===== src/hw/game_pkg.sv =====
// Shared definitions for the platform renderer.
// Holds the VGA timing, ramp and ledge geometry, colours and level tables.
`default_nettype none

package game_pkg;

    // ~~~~~~~~~~~~~~~~~~~~~~~~~~~~~~~~~~~~~~~~~~~~~~~~~~
    // 640x480 timing, one pixel per clock.
    // ~~~~~~~~~~~~~~~~~~~~~~~~~~~~~~~~~~~~~~~~~~~~~~~~~~
    localparam logic [10:0] H_ACTIVE = 11'd640;
    localparam logic [10:0] H_FRONT  = 11'd16;
    localparam logic [10:0] H_SYNC   = 11'd96;
    localparam logic [10:0] H_TOTAL  = 11'd800;
    localparam logic [10:0] V_ACTIVE = 11'd480;
    localparam logic [10:0] V_FRONT  = 11'd10;
    localparam logic [10:0] V_SYNC   = 11'd2;
    localparam logic [10:0] V_TOTAL  = 11'd525;

    // ~~~~~~~~~~~~~~~~~~~~~~~~~~~~~~~~~~~~~~~~~~~~~~~~~~
    // Staircase geometry.
    // ~~~~~~~~~~~~~~~~~~~~~~~~~~~~~~~~~~~~~~~~~~~~~~~~~~
    localparam int RAMP_COUNT   = 4;
    localparam int MAX_STEPS    = 14;  // Longest ramp, bounds the step loop.
    localparam int BLOCK_WIDTH  = 32;
    localparam int BLOCK_HEIGHT = 16;
    localparam int STEP_OFFSET  = 16;

    localparam logic [10:0] RAMP_HSTART [RAMP_COUNT] = '{11'd64, 11'd0, 11'd192, 11'd480};
    localparam logic [10:0] RAMP_VSTART [RAMP_COUNT] = '{11'd400, 11'd120, 11'd460, 11'd64};
    localparam int          RAMP_STEPS  [RAMP_COUNT] = '{8, 14, 14, 4};
    localparam logic        RAMP_RISING [RAMP_COUNT] = '{1'b1, 1'b0, 1'b1, 1'b0};

    // Flat ledges, end column is exclusive.
    localparam int          LEDGE_COUNT  = 4;
    localparam logic [10:0] LEDGE_HSTART [LEDGE_COUNT] = '{11'd96, 11'd320, 11'd0, 11'd400};
    localparam logic [10:0] LEDGE_HEND   [LEDGE_COUNT] = '{11'd224, 11'd480, 11'd160, 11'd600};
    localparam logic [10:0] LEDGE_VSTART [LEDGE_COUNT] = '{11'd240, 11'd320, 11'd440, 11'd180};
    localparam int          LEDGE_HEIGHT = 8;

    // RGB444 colours.
    localparam logic [11:0] BG_COLOR     = 12'h136;
    localparam logic [11:0] BLANK_COLOR  = 12'h888;
    localparam logic [11:0] RAMP_COLOR_A = 12'hA62;
    localparam logic [11:0] RAMP_COLOR_B = 12'h741;
    localparam logic [11:0] LEDGE_COLOR  = 12'h4C4;

    typedef enum logic [1:0] {
        LEVEL_EMPTY,
        LEVEL_ONE,
        LEVEL_TWO,
        LEVEL_THREE
    } level_e;

    // Bit n enables ramp or ledge n, indexed by the level code.
    localparam logic [3:0] LEVEL_RAMP_MASK  [4] = '{4'b0000, 4'b0011, 4'b1100, 4'b1111};
    localparam logic [3:0] LEVEL_LEDGE_MASK [4] = '{4'b0000, 4'b0001, 4'b0110, 4'b1111};

    typedef enum logic [1:0] {
        IDLE,
        PENDING,
        ACKED
    } lvl_state_e;

    localparam int DRAW_LATENCY = 2;  // Counters to hit and colour, in clocks.

endpackage

`default_nettype wire


===== src/hw/layer_mix.sv =====
// Layer mixer, delaying the timing to match the renderers.
// Picks blank, background, ledge or ramp colour and registers the result.
`timescale 1ns/1ns
`default_nettype none

module layer_mix (
    input  logic        clk,
    input  logic        rst,
    input  logic        game_en,
    input  logic [10:0] hcount,
    input  logic [10:0] vcount,
    input  logic        hsync,
    input  logic        vsync,
    input  logic        blank,
    input  logic        ramp_hit,
    input  logic        ledge_hit,
    input  logic [11:0] ramp_rgb,
    input  logic [11:0] ledge_rgb,
    output logic [10:0] out_hcount,
    output logic [10:0] out_vcount,
    output logic        out_hsync,
    output logic        out_vsync,
    output logic [11:0] rgb
);

    localparam int LAST = game_pkg::DRAW_LATENCY - 1;

    logic [10:0] hcount_d [game_pkg::DRAW_LATENCY];
    logic [10:0] vcount_d [game_pkg::DRAW_LATENCY];
    logic        hsync_d  [game_pkg::DRAW_LATENCY];
    logic        vsync_d  [game_pkg::DRAW_LATENCY];
    logic        blank_d  [game_pkg::DRAW_LATENCY];
    logic [11:0] rgb_nxt;

    // ~~~~~~~~~~~~~~~~~~~~~~~~~~~~~~~~~~~~~~~~~~~~~~~~~~
    // Timing delay line, as deep as the renderers.
    // ~~~~~~~~~~~~~~~~~~~~~~~~~~~~~~~~~~~~~~~~~~~~~~~~~~
    always_ff @(posedge clk) begin
        if (rst) begin
            for (int i = 0; i < game_pkg::DRAW_LATENCY; i++) begin
                hcount_d[i] <= '0;
                vcount_d[i] <= '0;
                hsync_d[i]  <= 1'b1;  // Syncs idle high.
                vsync_d[i]  <= 1'b1;
                blank_d[i]  <= 1'b0;
            end
        end else begin
            hcount_d[0] <= hcount;
            vcount_d[0] <= vcount;
            hsync_d[0]  <= hsync;
            vsync_d[0]  <= vsync;
            blank_d[0]  <= blank;
            for (int i = 1; i < game_pkg::DRAW_LATENCY; i++) begin
                hcount_d[i] <= hcount_d[i-1];
                vcount_d[i] <= vcount_d[i-1];
                hsync_d[i]  <= hsync_d[i-1];
                vsync_d[i]  <= vsync_d[i-1];
                blank_d[i]  <= blank_d[i-1];
            end
        end
    end

    // Blanking first, then game enable, then ledge over ramp over background.
    always_comb begin
        if (blank_d[LAST]) begin
            rgb_nxt = game_pkg::BLANK_COLOR;
        end else if (!game_en) begin
            rgb_nxt = game_pkg::BG_COLOR;
        end else if (ledge_hit) begin
            rgb_nxt = ledge_rgb;
        end else if (ramp_hit) begin
            rgb_nxt = ramp_rgb;
        end else begin
            rgb_nxt = game_pkg::BG_COLOR;
        end
    end

    always_ff @(posedge clk) begin
        if (rst) begin
            out_hcount <= '0;
            out_vcount <= '0;
            out_hsync  <= 1'b1;
            out_vsync  <= 1'b1;
            rgb        <= '0;
        end else begin
            out_hcount <= hcount_d[LAST];
            out_vcount <= vcount_d[LAST];
            out_hsync  <= hsync_d[LAST];
            out_vsync  <= vsync_d[LAST];
            rgb        <= rgb_nxt;
        end
    end

endmodule

`default_nettype wire


===== src/hw/ledge_draw.sv =====
// Flat ledge renderer, with a darker top row as the ledge edge.
`timescale 1ns/1ns
`default_nettype none

module ledge_draw (
    input  logic        clk,
    input  logic        rst,
    input  logic [10:0] hcount,
    input  logic [10:0] vcount,
    input  logic [3:0]  ledge_mask,
    output logic        ledge_hit,
    output logic [11:0] ledge_rgb
);

    logic        hit_nxt;
    logic        edge_nxt;
    logic        s1_hit;
    logic        s1_edge;
    logic [11:0] edge_color;

    // Each RGB444 channel halved.
    assign edge_color = {1'b0, game_pkg::LEDGE_COLOR[11:9],
                         1'b0, game_pkg::LEDGE_COLOR[7:5],
                         1'b0, game_pkg::LEDGE_COLOR[3:1]};

    always_comb begin
        hit_nxt  = 1'b0;
        edge_nxt = 1'b0;
        for (int l = game_pkg::LEDGE_COUNT - 1; l >= 0; l--) begin
            if (ledge_mask[l] &&
                (hcount >= game_pkg::LEDGE_HSTART[l]) && (hcount < game_pkg::LEDGE_HEND[l]) &&
                (vcount >= game_pkg::LEDGE_VSTART[l]) &&
                (vcount < game_pkg::LEDGE_VSTART[l] + 11'(game_pkg::LEDGE_HEIGHT))) begin
                hit_nxt  = 1'b1;
                edge_nxt = (vcount == game_pkg::LEDGE_VSTART[l]);  // Top row.
            end
        end
    end

    always_ff @(posedge clk) begin
        if (rst) begin
            s1_hit    <= 1'b0;
            ledge_hit <= 1'b0;
        end else begin
            s1_hit    <= hit_nxt;
            ledge_hit <= s1_hit;
        end
    end

    always_ff @(posedge clk) begin
        s1_edge   <= edge_nxt;
        ledge_rgb <= s1_edge ? edge_color : game_pkg::LEDGE_COLOR;
    end

endmodule

`default_nettype wire


===== src/hw/level_ctrl.sv =====
// Level selection over a four-phase req/ack handshake.
// The ramp and ledge masks switch only at frame start.
`timescale 1ns/1ns
`default_nettype none

module level_ctrl (
    input  logic              clk,
    input  logic              rst,
    input  logic [10:0]       hcount,
    input  logic [10:0]       vcount,
    input  logic              lvl_req,
    input  game_pkg::level_e  lvl_code,
    output logic              lvl_ack,
    output logic [3:0]        ramp_mask,
    output logic [3:0]        ledge_mask
);

    game_pkg::lvl_state_e state;
    game_pkg::lvl_state_e state_nxt;
    logic                 frame_start;
    logic                 load;

    assign frame_start = (hcount == 11'd0) && (vcount == 11'd0);
    assign load        = (state_nxt == game_pkg::ACKED) && (state != game_pkg::ACKED);

    always_comb begin
        state_nxt = state;
        case (state)
            game_pkg::IDLE: begin
                // A request that lands on a frame start is served at once.
                if (lvl_req) begin
                    state_nxt = frame_start ? game_pkg::ACKED : game_pkg::PENDING;
                end
            end
            game_pkg::PENDING: begin
                if (frame_start) begin
                    state_nxt = game_pkg::ACKED;
                end
            end
            game_pkg::ACKED: begin
                if (!lvl_req) begin
                    state_nxt = game_pkg::IDLE;
                end
            end
            default: state_nxt = game_pkg::IDLE;
        endcase
    end

    always_ff @(posedge clk) begin
        if (rst) begin
            state      <= game_pkg::IDLE;
            lvl_ack    <= 1'b0;
            ramp_mask  <= '0;  // LEVEL_EMPTY.
            ledge_mask <= '0;
        end else begin
            state   <= state_nxt;
            lvl_ack <= (state_nxt == game_pkg::ACKED);
            if (load) begin
                ramp_mask  <= game_pkg::LEVEL_RAMP_MASK[lvl_code];
                ledge_mask <= game_pkg::LEVEL_LEDGE_MASK[lvl_code];
            end
        end
    end

    ack_needs_req: assert property (@(posedge clk) disable iff (rst)
        $rose(lvl_ack) |-> $past(lvl_req));

    // A mask change must follow a cycle that showed the frame start.
    masks_at_frame_start: assert property (@(posedge clk) disable iff (rst)
        (!$past(rst) && (!$stable(ramp_mask) || !$stable(ledge_mask)))
            |-> $past(frame_start));

endmodule

`default_nettype wire


===== src/hw/platform_top.sv =====
// Top level of the platform renderer.
// Timing generator, level control, both renderers and the layer mixer.
`timescale 1ns/1ns
`default_nettype none

module platform_top (
    input  logic              clk,
    input  logic              rst,
    input  logic              game_en,
    input  logic              lvl_req,
    input  game_pkg::level_e  lvl_code,
    output logic              lvl_ack,
    output logic [10:0]       hcount,
    output logic [10:0]       vcount,
    output logic              hsync,
    output logic              vsync,
    output logic [11:0]       rgb
);

    logic [10:0] tim_hcount;
    logic [10:0] tim_vcount;
    logic        tim_hsync;
    logic        tim_vsync;
    logic        tim_blank;
    logic [3:0]  ramp_mask;
    logic [3:0]  ledge_mask;
    logic        ramp_hit;
    logic        ledge_hit;
    logic [11:0] ramp_rgb;
    logic [11:0] ledge_rgb;

    vga_timing vga_timing_i (
        .clk, .rst,
        .hcount (tim_hcount),
        .vcount (tim_vcount),
        .hsync  (tim_hsync),
        .vsync  (tim_vsync),
        .blank  (tim_blank)
    );

    level_ctrl level_ctrl_i (
        .clk, .rst,
        .hcount (tim_hcount),
        .vcount (tim_vcount),
        .lvl_req, .lvl_code, .lvl_ack,
        .ramp_mask, .ledge_mask
    );

    ramp_draw ramp_draw_i (
        .clk, .rst,
        .hcount (tim_hcount),
        .vcount (tim_vcount),
        .ramp_mask, .ramp_hit, .ramp_rgb
    );

    ledge_draw ledge_draw_i (
        .clk, .rst,
        .hcount (tim_hcount),
        .vcount (tim_vcount),
        .ledge_mask, .ledge_hit, .ledge_rgb
    );

    // Outputs leave three clocks behind the timing counters.
    layer_mix layer_mix_i (
        .clk, .rst, .game_en,
        .hcount     (tim_hcount),
        .vcount     (tim_vcount),
        .hsync      (tim_hsync),
        .vsync      (tim_vsync),
        .blank      (tim_blank),
        .ramp_hit, .ledge_hit, .ramp_rgb, .ledge_rgb,
        .out_hcount (hcount),
        .out_vcount (vcount),
        .out_hsync  (hsync),
        .out_vsync  (vsync),
        .rgb
    );

endmodule

`default_nettype wire


===== src/hw/ramp_draw.sv =====
// Inclined staircase renderer with a checker texture per block.
// Two pipeline stages from the counters to hit and colour.
`timescale 1ns/1ns
`default_nettype none

module ramp_draw (
    input  logic        clk,
    input  logic        rst,
    input  logic [10:0] hcount,
    input  logic [10:0] vcount,
    input  logic [3:0]  ramp_mask,
    output logic        ramp_hit,
    output logic [11:0] ramp_rgb
);

    logic hit_nxt;
    logic tex_x_nxt;
    logic tex_y_nxt;
    logic s1_hit;
    logic s1_tex_x;
    logic s1_tex_y;

    // ~~~~~~~~~~~~~~~~~~~~~~~~~~~~~~~~~~~~~~~~~~~~~~~~~~
    // Stage 1: block test and block-local position.
    // ~~~~~~~~~~~~~~~~~~~~~~~~~~~~~~~~~~~~~~~~~~~~~~~~~~
    always_comb begin
        logic [10:0] left;
        logic [10:0] top;
        logic [10:0] local_x;
        logic [10:0] local_y;

        hit_nxt   = 1'b0;
        tex_x_nxt = 1'b0;
        tex_y_nxt = 1'b0;
        // Highest ramp first, so the lowest-numbered one is written last and wins.
        for (int r = game_pkg::RAMP_COUNT - 1; r >= 0; r--) begin
            for (int i = 0; i < game_pkg::MAX_STEPS; i++) begin
                left = game_pkg::RAMP_HSTART[r] + 11'(i * game_pkg::BLOCK_WIDTH);
                if (game_pkg::RAMP_RISING[r]) begin
                    top = game_pkg::RAMP_VSTART[r] - 11'(i * game_pkg::STEP_OFFSET);
                end else begin
                    top = game_pkg::RAMP_VSTART[r] + 11'(i * game_pkg::STEP_OFFSET);
                end
                local_x = hcount - left;
                local_y = vcount - top;
                if (ramp_mask[r] && (i < game_pkg::RAMP_STEPS[r]) &&
                    (hcount >= left) && (hcount < left + 11'(game_pkg::BLOCK_WIDTH)) &&
                    (vcount >= top) && (vcount < top + 11'(game_pkg::BLOCK_HEIGHT))) begin
                    hit_nxt   = 1'b1;
                    tex_x_nxt = local_x[3];
                    tex_y_nxt = local_y[2];
                end
            end
        end
    end

    always_ff @(posedge clk) begin
        if (rst) begin
            s1_hit <= 1'b0;
        end else begin
            s1_hit <= hit_nxt;
        end
    end

    always_ff @(posedge clk) begin
        s1_tex_x <= tex_x_nxt;
        s1_tex_y <= tex_y_nxt;
    end

    // ~~~~~~~~~~~~~~~~~~~~~~~~~~~~~~~~~~~~~~~~~~~~~~~~~~
    // Stage 2: hit and checker colour.
    // ~~~~~~~~~~~~~~~~~~~~~~~~~~~~~~~~~~~~~~~~~~~~~~~~~~
    always_ff @(posedge clk) begin
        if (rst) begin
            ramp_hit <= 1'b0;
        end else begin
            ramp_hit <= s1_hit;
        end
    end

    always_ff @(posedge clk) begin
        ramp_rgb <= (s1_tex_x == s1_tex_y) ? game_pkg::RAMP_COLOR_A
                                           : game_pkg::RAMP_COLOR_B;
    end

    no_hit_without_mask: assert property (@(posedge clk) disable iff (rst)
        ($past(ramp_mask, 2) == 4'd0) |-> !ramp_hit);

endmodule

`default_nettype wire


===== src/hw/vga_timing.sv =====
// Pixel counters, sync pulses and blanking for 640x480.
`timescale 1ns/1ns
`default_nettype none

module vga_timing (
    input  logic        clk,
    input  logic        rst,
    output logic [10:0] hcount,
    output logic [10:0] vcount,
    output logic        hsync,
    output logic        vsync,
    output logic        blank
);

    logic [10:0] hcount_nxt;
    logic [10:0] vcount_nxt;

    always_comb begin
        hcount_nxt = hcount + 11'd1;
        vcount_nxt = vcount;
        if (hcount == game_pkg::H_TOTAL - 11'd1) begin
            hcount_nxt = '0;
            if (vcount == game_pkg::V_TOTAL - 11'd1) begin
                vcount_nxt = '0;
            end else begin
                vcount_nxt = vcount + 11'd1;
            end
        end
    end

    // Syncs and blanking are decoded from the next count so they line up with it.
    always_ff @(posedge clk) begin
        if (rst) begin
            hcount <= '0;
            vcount <= '0;
            hsync  <= 1'b1;
            vsync  <= 1'b1;
            blank  <= 1'b0;
        end else begin
            hcount <= hcount_nxt;
            vcount <= vcount_nxt;
            hsync  <= !((hcount_nxt >= game_pkg::H_ACTIVE + game_pkg::H_FRONT) &&
                        (hcount_nxt <  game_pkg::H_ACTIVE + game_pkg::H_FRONT +
                                       game_pkg::H_SYNC));
            vsync  <= !((vcount_nxt >= game_pkg::V_ACTIVE + game_pkg::V_FRONT) &&
                        (vcount_nxt <  game_pkg::V_ACTIVE + game_pkg::V_FRONT +
                                       game_pkg::V_SYNC));
            blank  <= (hcount_nxt >= game_pkg::H_ACTIVE) ||
                      (vcount_nxt >= game_pkg::V_ACTIVE);  // Outside the visible area.
        end
    end

endmodule

`default_nettype wire


===== config.mk =====
export PLATFORM = sky130hd
export DESIGN_NAME = platform_top
export DESIGN_NICKNAME = d
export VERILOG_FILES = /design/src/hw/game_pkg.sv /design/src/hw/layer_mix.sv /design/src/hw/ledge_draw.sv /design/src/hw/level_ctrl.sv /design/src/hw/platform_top.sv /design/src/hw/ramp_draw.sv /design/src/hw/vga_timing.sv
export SDC_FILE = /design/constraint.sdc
export NUM_CORES = 1
export LEC_CHECK = 0
export ABC_AREA = 1
export BUFFER_PORTS_ARGS = -buffer_cell sky130_fd_sc_hd__buf_2
export CORE_MARGIN = 2
export CORE_UTILIZATION = 55
export CTS_CLUSTER_DIAMETER = 200
export CTS_CLUSTER_SIZE = 16
export DETAILED_ROUTE_END_ITERATION = 6
export HOLD_SLACK_MARGIN = 0.02
export PLACE_DENSITY = 0.72
export SLEW_MARGIN = 20
export SYNTH_ARGS = -nofsm -noshare
export SYNTH_HDL_FRONTEND = slang
export SYNTH_SLANG_ARGS = --single-unit
export TNS_END_PERCENT = 30

===== constraint.sdc =====
create_clock -name clk -period 3.1 [get_ports clk]
set_input_delay 0.465 -clock clk [delete_from_list [all_inputs] [get_ports clk]]
set_output_delay 0.465 -clock clk [all_outputs]
set_load 0.005 [all_outputs]

==> results.ini, run 1 <==
[run_status]
outcome = complete, no violations

[grt]
grt_use_met3_pct = 7.41
track_usage_pct = 29.8
grt_max_degree = 72
grt_busiest_layer = met2
grtUsageMet2_pct = 46.6
overflow = 0
use_met1_pct = 38.8
grt_pass1_wl_um = 27300
grt_pass1_vias = 5501
grt_antenna_before_repair = 1

[synth]
syn_nets = 947
yosys_warnings = 0
synth_seq_cells = 127
synth_area_um2 = 6160
synth_cell_types = 41
ys_seq_area_share_pct = 41.3
synth.avg_cell_area_um2 = 6.57
syn_inst = 937

[drt]
vias = 6084
detail_route.first_pass.iterations = 5
ant_nets = 0
drc = 0
wl_um = 17400
wl_per_cell_um = 15.4
vias_per_cell = 5.37
drt-initial-drc-count = 716

[setup_path]
cp_num_buf_inv = 1
rr_endpoint = vga_timing_i.blank
worstPathCellList = ha_1, nand2_1, nor2_1, nand3_2, inv_1, nand3_1, nand3_1, nand4_1, nor2_1, nor2_1
crit_slowest_cell = inv_1
r2r_slack_ns = 0.57
critPathTopFamily = simple AND/OR/NAND/NOR gates
slowest_delay_ns = 0.44
r2r_cells = 10
path_common_cell = nor2_1
start_kind = register
required_ns = 3.47
worstPathMaxFanout = 14
critical_path.endpoint_type = register
crit_type = register to register
rr_startpoint = vga_timing_i.hcount[0]
worstPathArrival_ns = 2.90

[timing]
finalCriticalPeriod_ns = 2.53
rsz0062_at_grt = false
worstMarginPinSlew_ns = 0.731
tns_ns = 0
hold_viol_final = 0
setup_violations = 0
fmax_mhz = 396
worst_slack_ns = 0.572
hold_ws_ns = 0.249
relSlewSlack_pct = 51.2
slew_violations = 0
skew_ns = 0.0101
fin_crit_sh_pct = 81.5

[floorplan]
initial_core_util_pct = 56.6
die_y_um = 110
dieWidth_um = 110
rows = 38
ios = 43
fp.dieArea_um2 = 12100
design.core.area_um2 = 10900

[finish]
fin_nets = 988
drive_gt1_share_pct = 11.4
final_common_cell = nor2_1
num-fill-cells = 988
syn2layout_area_growth_pct = 14.1
layout_common_cells = 224 x nor2_1, 175 x nand2_1, 140 x inv_1

[clocking]
htree_levels = 4
path_clk_slew_ns = 0.06
cts.repair.resized = 0
cts.sinks = 127
cts_setup_buffers = 0
hold_buffers = 0
clock_latency_ns = 0.51
clock_path_buffers = 2
cts_tree = done
cts_buffers = 17
root_buffer = clkbuf_8

[hold_path]
min_to = level_ctrl_i.ledge_mask[3]
holdPathStages = 3
hold_path.startpoint = lvl_code[1]
holdCritPathClass = input port to register

[flow_run]
max_cap_violations = 0

[power_and_ir_drop]
power_mw = 3.59
power_density_nw_per_um2 = 511
p_leak_nw = 3.31
ir_drop_uv = 695

[placed_design]
place.gp.congestion = 1.06
dp_slack_ns = 0.710
io_buffers = 42
place_hpwl_um = 12800

## cell usage after synthesis, drive strengths merged
cell	number	area (µm²)
a211oi	1	7.51
a21boi	1	7.51
a21oi	23	115
a31oi	2	12.5
and2	1	6.26
and3	1	6.26
buf	13	87.6
clkbuf	15	56.3
clkinv	2	8.75
dfxtp	127	2540
ha	4	50.1
inv	146	548
nand2	181	704
nand3	81	420
nand3b	4	30.0
nand4	29	188
nor2	227	878
nor3	24	120
nor3b	2	15.0
nor4	3	33.8
o211ai	4	30.0
o21a	1	7.51
o21ai	25	133
o22ai	1	6.26
o31ai	1	7.51
or2	8	50.1
xnor2	1	8.76
xor2	9	78.8
## how the worst max path moves through the flow
stage,from,endpoint,slack (ns),cells past startpoint
3_5_place_dp,vga_timing_i.hcount[0],vga_timing_i.blank,0.71,10
5_1_grt,vga_timing_i.vcount[5],ramp_draw_i.s1_hit,0.40,11
2_1_floorplan,vga_timing_i.hcount[0],vga_timing_i.vsync,1.29,10
3_3_place_gp,vga_timing_i.hcount[0],vga_timing_i.blank,0.70,10
6_report,vga_timing_i.hcount[0],vga_timing_i.blank,0.57,10
4_1_cts,vga_timing_i.hcount[0],vga_timing_i.blank,0.64,10
## layer usage
layer / wire length, µm / up-vias / part of all wire, %
met3: 1720 / 51 / 9.9
met2: 7760 / 355 / 44
met1: 7330 / 2671 / 42
met5: 0 / - / 0
met4: 630 / 0 / 3.6
li1: - / 3007 / -
## tightest hold or removal path, stage by stage
cell and delay [ns]:
buf_2 0.11, nand3b_1 0.07, a21oi_1 0.06
## logic make-up after synthesis
kind of cell    Yosys count  share of synthesized area, %
buf+inv                 176                          11.4
flops                   127                          41.3
xor+xnor                 10                          1.42
simple gates            561                          39.8
compound gates           59                          5.30
fa+ha+maj                 4                         0.813
## sequential cells by signal (all words and copies together) (netlist names), 2 cells and up
register / flops
layer_mix_i.blank_d: 2
level_ctrl_i.ledge_mask: 3
ledge_draw_i.ledge_rgb: 2
vga_timing_i.hcount: 11
level_ctrl_i.state: 2
vga_timing_i.vcount: 11
layer_mix_i.vsync_d: 2
ramp_draw_i.ramp_rgb: 2
layer_mix_i.hsync_d: 2
layer_mix_i.hcount_d: 22
layer_mix_i.out_hcount: 11
layer_mix_i.rgb: 11
layer_mix_i.out_vcount: 11
layer_mix_i.vcount_d: 22
## per-stage QoR
step | cells | cell area [µm²] | util, %
6_report | 1132 | 7030 | 64.5
4_1_cts | 1131 | 7020 | 64.5
2_1_floorplan | 937 | 6160 | -
3_5_place_dp | 1099 | 6460 | 59.4
5_1_grt | 1131 | 7020 | 64.5
3_3_place_gp | 1099 | 6460 | 59.4
## layout make-up
class / count / area, µm² / share of cell area, %
well taps: 140 / 175 / 2.49
repair buffers: 50 / 273 / 3.88
flip-flops and latches: 127 / 2540 / 36.2
multi-input cells: 634 / 2920 / 41.5
diodes: 1 / 2.50 / 0.0356
clock inverters: 14 / 133 / 1.89
clock buffers: 18 / 428 / 6.09
inverters: 148 / 557 / 7.92
## where the power goes
| part | internal (mW) | switching [mW] |
|---|---|---|
| logic | 0.0306 | 0.0633 |
| registers | 1.65 | 0.0201 |
| clock network | 1.09 | 0.735 |
| total | 2.78 | 0.818 |
No activity file was read; power rests on OpenSTA's default activity.
==> run 2, diff against run 1 <==
--- a/config.mk
+++ b/config.mk
@@ -5,15 +5,15 @@
 export SDC_FILE = /design/constraint.sdc
 export NUM_CORES = 1
 export LEC_CHECK = 0
-export ABC_AREA = 1
+export ABC_AREA = 0
 export BUFFER_PORTS_ARGS = -buffer_cell sky130_fd_sc_hd__buf_2
 export CORE_MARGIN = 2
-export CORE_UTILIZATION = 55
+export CORE_UTILIZATION = 54
 export CTS_CLUSTER_DIAMETER = 200
 export CTS_CLUSTER_SIZE = 16
 export DETAILED_ROUTE_END_ITERATION = 6
 export HOLD_SLACK_MARGIN = 0.02
-export PLACE_DENSITY = 0.72
+export PLACE_DENSITY = 0.74
 export SLEW_MARGIN = 20
 export SYNTH_ARGS = -nofsm -noshare
 export SYNTH_HDL_FRONTEND = slang
==> constraint.sdc (replaced) <==
create_clock -name clk -period 2 [get_ports clk]
set_input_delay 0.3 -clock clk [delete_from_list [all_inputs] [get_ports clk]]
set_output_delay 0.3 -clock clk [all_outputs]
set_load 0.005 [all_outputs]
==> run 2 against run 1 <==
  * The flow now finishes with violations (setup timing)
  * Die area down 8.0%
  * Register-to-register slack worse by 0.82 ns
  * Global-route usage up 9.3 points
  * Total power up 66%
  * Largest power group unchanged
==> results.ini, run 2 <==
[clocking]
root_buffer = clkbuf_8
clock_latency_ns = 0.52  ; about the same
cts_tree = done
cts_buffers = 17  ; unchanged
path_clk_slew_ns = 0.07  ; about the same
cts.sinks = 127  ; unchanged
clock_path_buffers = 2  ; unchanged
htree_levels = 4  ; unchanged

[placed_design]
place_area_um2 = 6880  ; +6.4%
place.gp.congestion = 0.989  ; -6.9%
place_hpwl_um = 13800  ; +8.1%
io_buffers = 42  ; unchanged

[finish]
layout_common_cells = 147 x buf_4, 112 x dfxtp_1, 70 x nor2b_1
top_regs = layer_mix_i.hcount_d (22), layer_mix_i.vcount_d (22)
fin_area_um2 = 7820  ; +11%
regArea_um2 = 2570  ; +0.93%
syn2layout_area_growth_pct = 41.1
num-fill-cells = 545  ; -45%
fin_nets = 802  ; -19%
multi_input_area_um2 = 2960  ; +1.6%
final_common_cell = buf_4
drive_gt1_share_pct = 38.4  ; +27 points

[synth]
synth-async-reset-ratio_pct = 0  ; unchanged
syn_inst = 624  ; -33%
yosysMostFrequentCell = dfxtp_1
synth_area_leaders = dfxtp_1 46%, nor2b_1 8.1%, nor2_1 3.8%
yosysTopAreaCell = dfxtp_1
synth_common_cells = 127 x dfxtp_1, 72 x nor2b_1, 56 x nor2_1
syn_nets = 634  ; -33%
synth_ff_type = dfxtp_1
synth_seq_cells = 127  ; unchanged
synth.avg_cell_area_um2 = 8.88  ; +35%
ys_seq_area_share_pct = 45.9  ; +4.6 points
synth_top_area_share_pct = 45.9  ; +4.6 points
synth_cell_types = 68  ; +66%
synth_edf_count = 0  ; unchanged
yosys_warnings = 0  ; unchanged
synth_area_um2 = 5540  ; -10%

[drt]
ant_nets = 0  ; unchanged
drt-initial-drc-count = 775  ; +8.2%
vias_per_cell = 6.34  ; +18%
wl_um = 22300  ; +28%
detail_route.first_pass.iterations = 7  ; +2
drc = 0  ; unchanged
wl_per_cell_um = 23.7  ; +54%
vias = 5957  ; -2.1%

[setup_path]
worstPathCellList = buf_4, buf_12, and4bb_2, nand3_1, a311oi_1, nor4_1, nand4_1, nor3_2, nor2_1
crit_type = register to register
endpoint = ramp_draw_i.s1_hit
start_kind = register
rr_endpoint = ramp_draw_i.s1_hit
startpoint = vga_timing_i.vcount[6]
r2r_cells = 9  ; -1
worstPathMaxFanout = 11  ; -3
slowest_delay_ns = 0.42  ; -0.02 ns
required_ns = 2.39  ; -1.08 ns
r2r_slack_ns = -0.25  ; -0.82 ns
worstPathArrival_ns = 2.64  ; -0.26 ns
critical_path.endpoint_type = register
rr_startpoint = vga_timing_i.vcount[6]
crit_slowest_cell = nor4_1

[power_and_ir_drop]
power_density_nw_per_um2 = 761  ; +49%
ir_drop_uv = 524  ; -25%
power_mw = 5.95  ; +66%
p_leak_nw = 3.27  ; -1.2%

[grt]
grt_antenna_before_repair = 1  ; unchanged
grt_max_degree = 31  ; -57%
overflow = 0  ; unchanged
grt_pass1_vias = 5813  ; +5.7%
track_usage_pct = 39.2  ; +9.3 points
grt_pass1_wl_um = 32800  ; +20%

[timing]
finalCriticalPeriod_ns = 2.25  ; -0.275 ns
worst_slack_ns = -0.253  ; -0.825 ns
fmax_mhz = 444  ; +12%
relSlewSlack_pct = 59.2  ; +8.0 points
fin_crit_sh_pct = 113  ; +31 points
hold_viol_final = 0  ; unchanged
setup_violations = 16  ; +16
worstMarginPinSlew_ns = 0.613  ; -0.119 ns
rsz0062_at_grt = true
slew_violations = 0  ; unchanged
skew_ns = 0.00926  ; -0.000865 ns

[floorplan]
fp.dieArea_um2 = 11100  ; -8.0%
design.core.area_um2 = 9860  ; -9.4%
ios = 43  ; unchanged
rows = 36  ; -5.3%
die_y_um = 105  ; -4.1%
dieWidth_um = 105  ; -4.1%
initial_core_util_pct = 56.2  ; -0.37 points

[run_status]
outcome = finished, violations left
violations = setup timing

[hold_path]
holdPathStages = 3  ; unchanged
holdCritPathClass = input port to register

[flow_run]
max_cap_violations = 0  ; unchanged

-- run 2: cell type report --
class	instances	area share (%)
clock buffer	18	5.47
multi-input combinational	434	37.9
tap	133	2.13
clock inverter	14	2.21
inverter	12	0.576
timing repair buffer	200	18.9
sequential	127	32.8
antenna	1	0.0320
-- run 2: through the flow --
step / hold slack [ns] / TNS [ns] / setup slack [ns] / util, % / instances
6_report: 0.0444 / -1.79 / -0.253 / 79.3 / 939
5_1_grt: 0.0618 / -2.42 / -0.242 / 79.3 / 938
4_1_cts: 0.0375 / -1.02 / -0.168 / 77.6 / 936
3_5_place_dp: 0.345 / -2.08 / -0.353 / 69.7 / 899
3_3_place_gp: 0.339 / -2.07 / -0.424 / 69.7 / 899
2_1_floorplan: 0.331 / 0 / 0.00424 / - / 624
-- run 2: what timing repair did --
action	4_1_cts	5_1_grt
gates resized for setup	44	37
pin swaps	15	12
gates cloned	0	0
hold endpoints to repair	2	0
hold buffers	1	0
endpoints found under the setup margin	17	19
buffers inserted	6	2
-- run 2: worst max-delay path, delay by kind of cell, from the launching register on --
family                 cells  cell delay (ns)
flip-flops                 1             0.33
AND/OR/NAND/NOR            6             1.36
buffers and inverters      2             0.35
AO/OA/AOI/OAI              1             0.06
-- run 2: worst min-delay path by stage --
stage                          from                         end  slack [ns]
2_1_floorplan  ledge_draw_i.s1_edge   ledge_draw_i.ledge_rgb[9]        0.33
3_3_place_gp   ledge_draw_i.s1_edge   ledge_draw_i.ledge_rgb[9]        0.34
3_5_place_dp   ledge_draw_i.s1_edge   ledge_draw_i.ledge_rgb[9]        0.34
4_1_cts                 lvl_code[1]  level_ctrl_i.ledge_mask[3]        0.04
5_1_grt                 lvl_code[1]  level_ctrl_i.ledge_mask[3]        0.06
6_report                lvl_code[1]  level_ctrl_i.ledge_mask[3]        0.04
-- run 2: metal layers --
metal / track usage, % / wire length (µm) / vias to the layer above
li1: - / - / 2519
met1: 45.4 / 7820 / 2772
met2: 64.9 / 10300 / 493
met3: 10.1 / 2330 / 173
met4: 23.5 / 1850 / 0
met5: 0 / 0 / -
-- run 2: kinds of logic after synthesis --
| family | after synthesis | synth area share (%) |
|---|---|---|
| buffers and inverters | 63 | 5.48 |
| multiplexers | 3 | 0.542 |
| flip-flops | 127 | 45.9 |
| XOR/XNOR | 20 | 3.16 |
| adder cells (fa/ha/maj) | 4 | 0.903 |
| AND/OR/NAND/NOR | 306 | 31.4 |
| AO/OA/AOI/OAI | 101 | 12.6 |
-- run 2: report_power, final --
part	internal [mW]	switching, mW
Combinational	0.0780	0.109
Sequential	2.55	0.0210
Clock	1.86	1.33
Total	4.49	1.46
==> run 3, diff against run 2 <==
==> constraint.sdc (replaced) <==
create_clock -name clk -period 1.9 [get_ports clk]
set_input_delay 0.285 -clock clk [delete_from_list [all_inputs] [get_ports clk]]
set_output_delay 0.285 -clock clk [all_outputs]
set_load 0.005 [all_outputs]
==> run 3 against run 2 <==
  * The run ends with DRC, setup timing left
  * Utilization grew 4.1 points
  * Die area did not move
  * Sequential power rose by 5%
  * Total power grew 4.0%
  * Via count up 3.7%
  * Clock power grew 3%
  * Count of clock-buffer cells in the layout fell by 1
  * Highest routed layer unchanged
==> results.ini, run 3 (synthesized netlist as in run 2, its figures left out) <==
[setup_path]
start_kind = register
r2r_cells = 8  ; -1
required_ns = 2.32  ; -0.07 ns
crit_type = register to register
worstPathArrival_ns = 2.76  ; +0.12 ns
critical_path.endpoint_type = register
worstPathMaxFanout = 8  ; -3

[power_and_ir_drop]
ir_drop_uv = 717  ; +37%
power_density_nw_per_um2 = 752  ; -1.1%
p_leak_nw = 3.46  ; +5.8%

[finish]
multi_input_area_um2 = 3090  ; +4.4%
postLayoutCoreUtil_pct = 83.4  ; +4.1 points
num_antenna_cells = 0  ; -1
drive_gt1_share_pct = 43.3  ; +4.9 points
top_regs = layer_mix_i.hcount_d (22), layer_mix_i.vcount_d (22)
stdcell_count = 965  ; +2.8%
fin_nets = 829  ; +3.4%
final_common_cell = buf_4
layout_common_cells = 161 x buf_4, 110 x dfxtp_1, 70 x nor2b_1
num-fill-cells = 497  ; -8.8%
syn2layout_area_growth_pct = 48.5
regArea_um2 = 2580  ; +0.68%

[hold_path]
holdPathStages = 2  ; -1
holdCritPathClass = input port to register

[timing]
fmax_mhz = 429  ; -3.4%
hold_ws_ns = 0.261  ; +0.216 ns
slew_violations = 0  ; unchanged
hold_viol_final = 0  ; unchanged
rsz0062_at_grt = true
setup_violations = 16  ; unchanged
worstMarginPinSlew_ns = 0.624  ; +0.0110 ns
relSlewSlack_pct = 58.4  ; -0.73 points
worst_slack_ns = -0.432  ; -0.179 ns
fin_crit_sh_pct = 123  ; +10 points
skew_ns = 0.00786  ; -0.00140 ns
tns_ns = -2.40  ; -0.616 ns
finalCriticalPeriod_ns = 2.33  ; +0.0793 ns

[clocking]
cts_tree = done
clock_path_buffers = 2  ; unchanged
htree_levels = 4  ; unchanged
root_buffer = clkbuf_8
clock_latency_ns = 0.54  ; +0.02 ns
path_clk_slew_ns = 0.07  ; about the same
cts_buffers = 17  ; unchanged
cts.sinks = 127  ; unchanged

[drt]
detail_route.first_pass.iterations = 7  ; unchanged
vias = 6176  ; +3.7%
drt-initial-drc-count = 936  ; +21%
route.met3.wl_um = 2870  ; +23%
vias_per_cell = 6.40  ; +0.88%
top_layer_used = met4
route.met2.wl_um = 10600  ; +3.3%
drc = 19  ; +19
wl_per_cell_um = 24.7  ; +4.2%
wl_um = 23900  ; +7.0%
ant_nets = 0  ; unchanged
wl_met1_um = 8410  ; +7.6%

[grt]
overflow = 0  ; unchanged
grt_pass1_wl_um = 33000  ; +0.63%
grt_antenna_before_repair = 0  ; -1
track_usage_pct = 39.3  ; +0.15 points
grt_pass1_vias = 5904  ; +1.6%
grt_max_degree = 24  ; -23%

[placed_design]
io_buffers = 42  ; unchanged
place.gp.congestion = 1.10  ; +11%
placedCellCount = 905  ; +0.67%
place_hpwl_um = 13800  ; +0.12%

[floorplan]
initial_core_util_pct = 56.2  ; unchanged
rows = 36  ; unchanged
die_y_um = 105  ; unchanged
ios = 43  ; unchanged
dieWidth_um = 105  ; unchanged
design.core.area_um2 = 9860  ; unchanged
fp.dieArea_um2 = 11100  ; unchanged

[run_status]
violations = DRC, setup timing
outcome = finished, violations left

[flow_run]
max_cap_violations = 0  ; unchanged

==> run 3: cell types whose count changed in the layout (fill, tap and decap cells not counted), sizes merged <==
| cell | previous run | this run |
|---|---|---|
| clkinvlp | 2 | 1 |
| dlygate4sd3 | 1 | 3 |
| bufinv | 2 | 1 |
| buf | 199 | 221 |
| clkinv | 3 | 4 |
| clkbuf | 18 | 20 |
| diode | 1 | 0 |
| inv | 19 | 21 |
==> run 3: timing repair <==
| item | in CTS | in global routing |
|---|---|---|
| hold endpoints to repair | 4 | 0 |
| pin swaps | 15 | 23 |
| endpoints found under the setup margin | 17 | 23 |
| cloned | 0 | 3 |
| hold buffers | 3 | 0 |
| resized for setup | 58 | 73 |
| setup buffers | 11 | 12 |
==> run 3: through the flow <==
stage                     instance area [µm²]  power (mW)  setup WS (ns)
after global routing                     8230        6.31         -0.456
after global placement                   6890        2.94         -0.266
after floorplan                          5560        2.86       -0.00908
final                                    8230        6.19         -0.432
after detailed placement                 6890        2.95         -0.303
after CTS                                7760        6.14         -0.178
==> run 3: power breakdown <==
group          total (mW)  internal [mW]  switching, mW
combinational       0.225         0.0939          0.131
sequential           2.70           2.68         0.0216
clock                3.27           1.81           1.46
==> run 3: path summary, 6_finish.rpt <==
path / start / end / slack, ns
setup / recovery: vga_timing_i.vcount[9] / vga_timing_i.blank / -0.43
hold / removal: rst / ramp_draw_i.s1_hit / 0.26
setup reg to reg: vga_timing_i.vcount[9] / vga_timing_i.blank / -0.43
hold reg to reg: ledge_draw_i.s1_edge / ledge_draw_i.ledge_rgb[9] / 0.41
==> run 3: final cells by class <==
class                      instances  area share, %
inverter                          12          0.547
timing repair buffer             227           21.4
sequential                       127           31.4
tap                              133           2.02
multi-input combinational        434           37.6
clock buffer                      17           5.03
clock inverter                    15           2.05
==> run 3: worst max-delay path: stages, from the launching register on <==
cell and delay, ns:
dfxtp_4 0.42, buf_4 0.16, nor3b_1 0.31, and4b_2 0.39, nor2b_1 0.08, o21ai_1 0.33
o211ai_1 0.19, nor3_1 0.22, a21oi_1 0.12
==> run 3: layer usage <==
layer | vias up | GRT usage (%)
met5 | - | 0
met4 | 0 | 24.6
met3 | 190 | 11.1
met2 | 579 | 62.8
met1 | 2836 | 46.6
li1 | 2571 | -
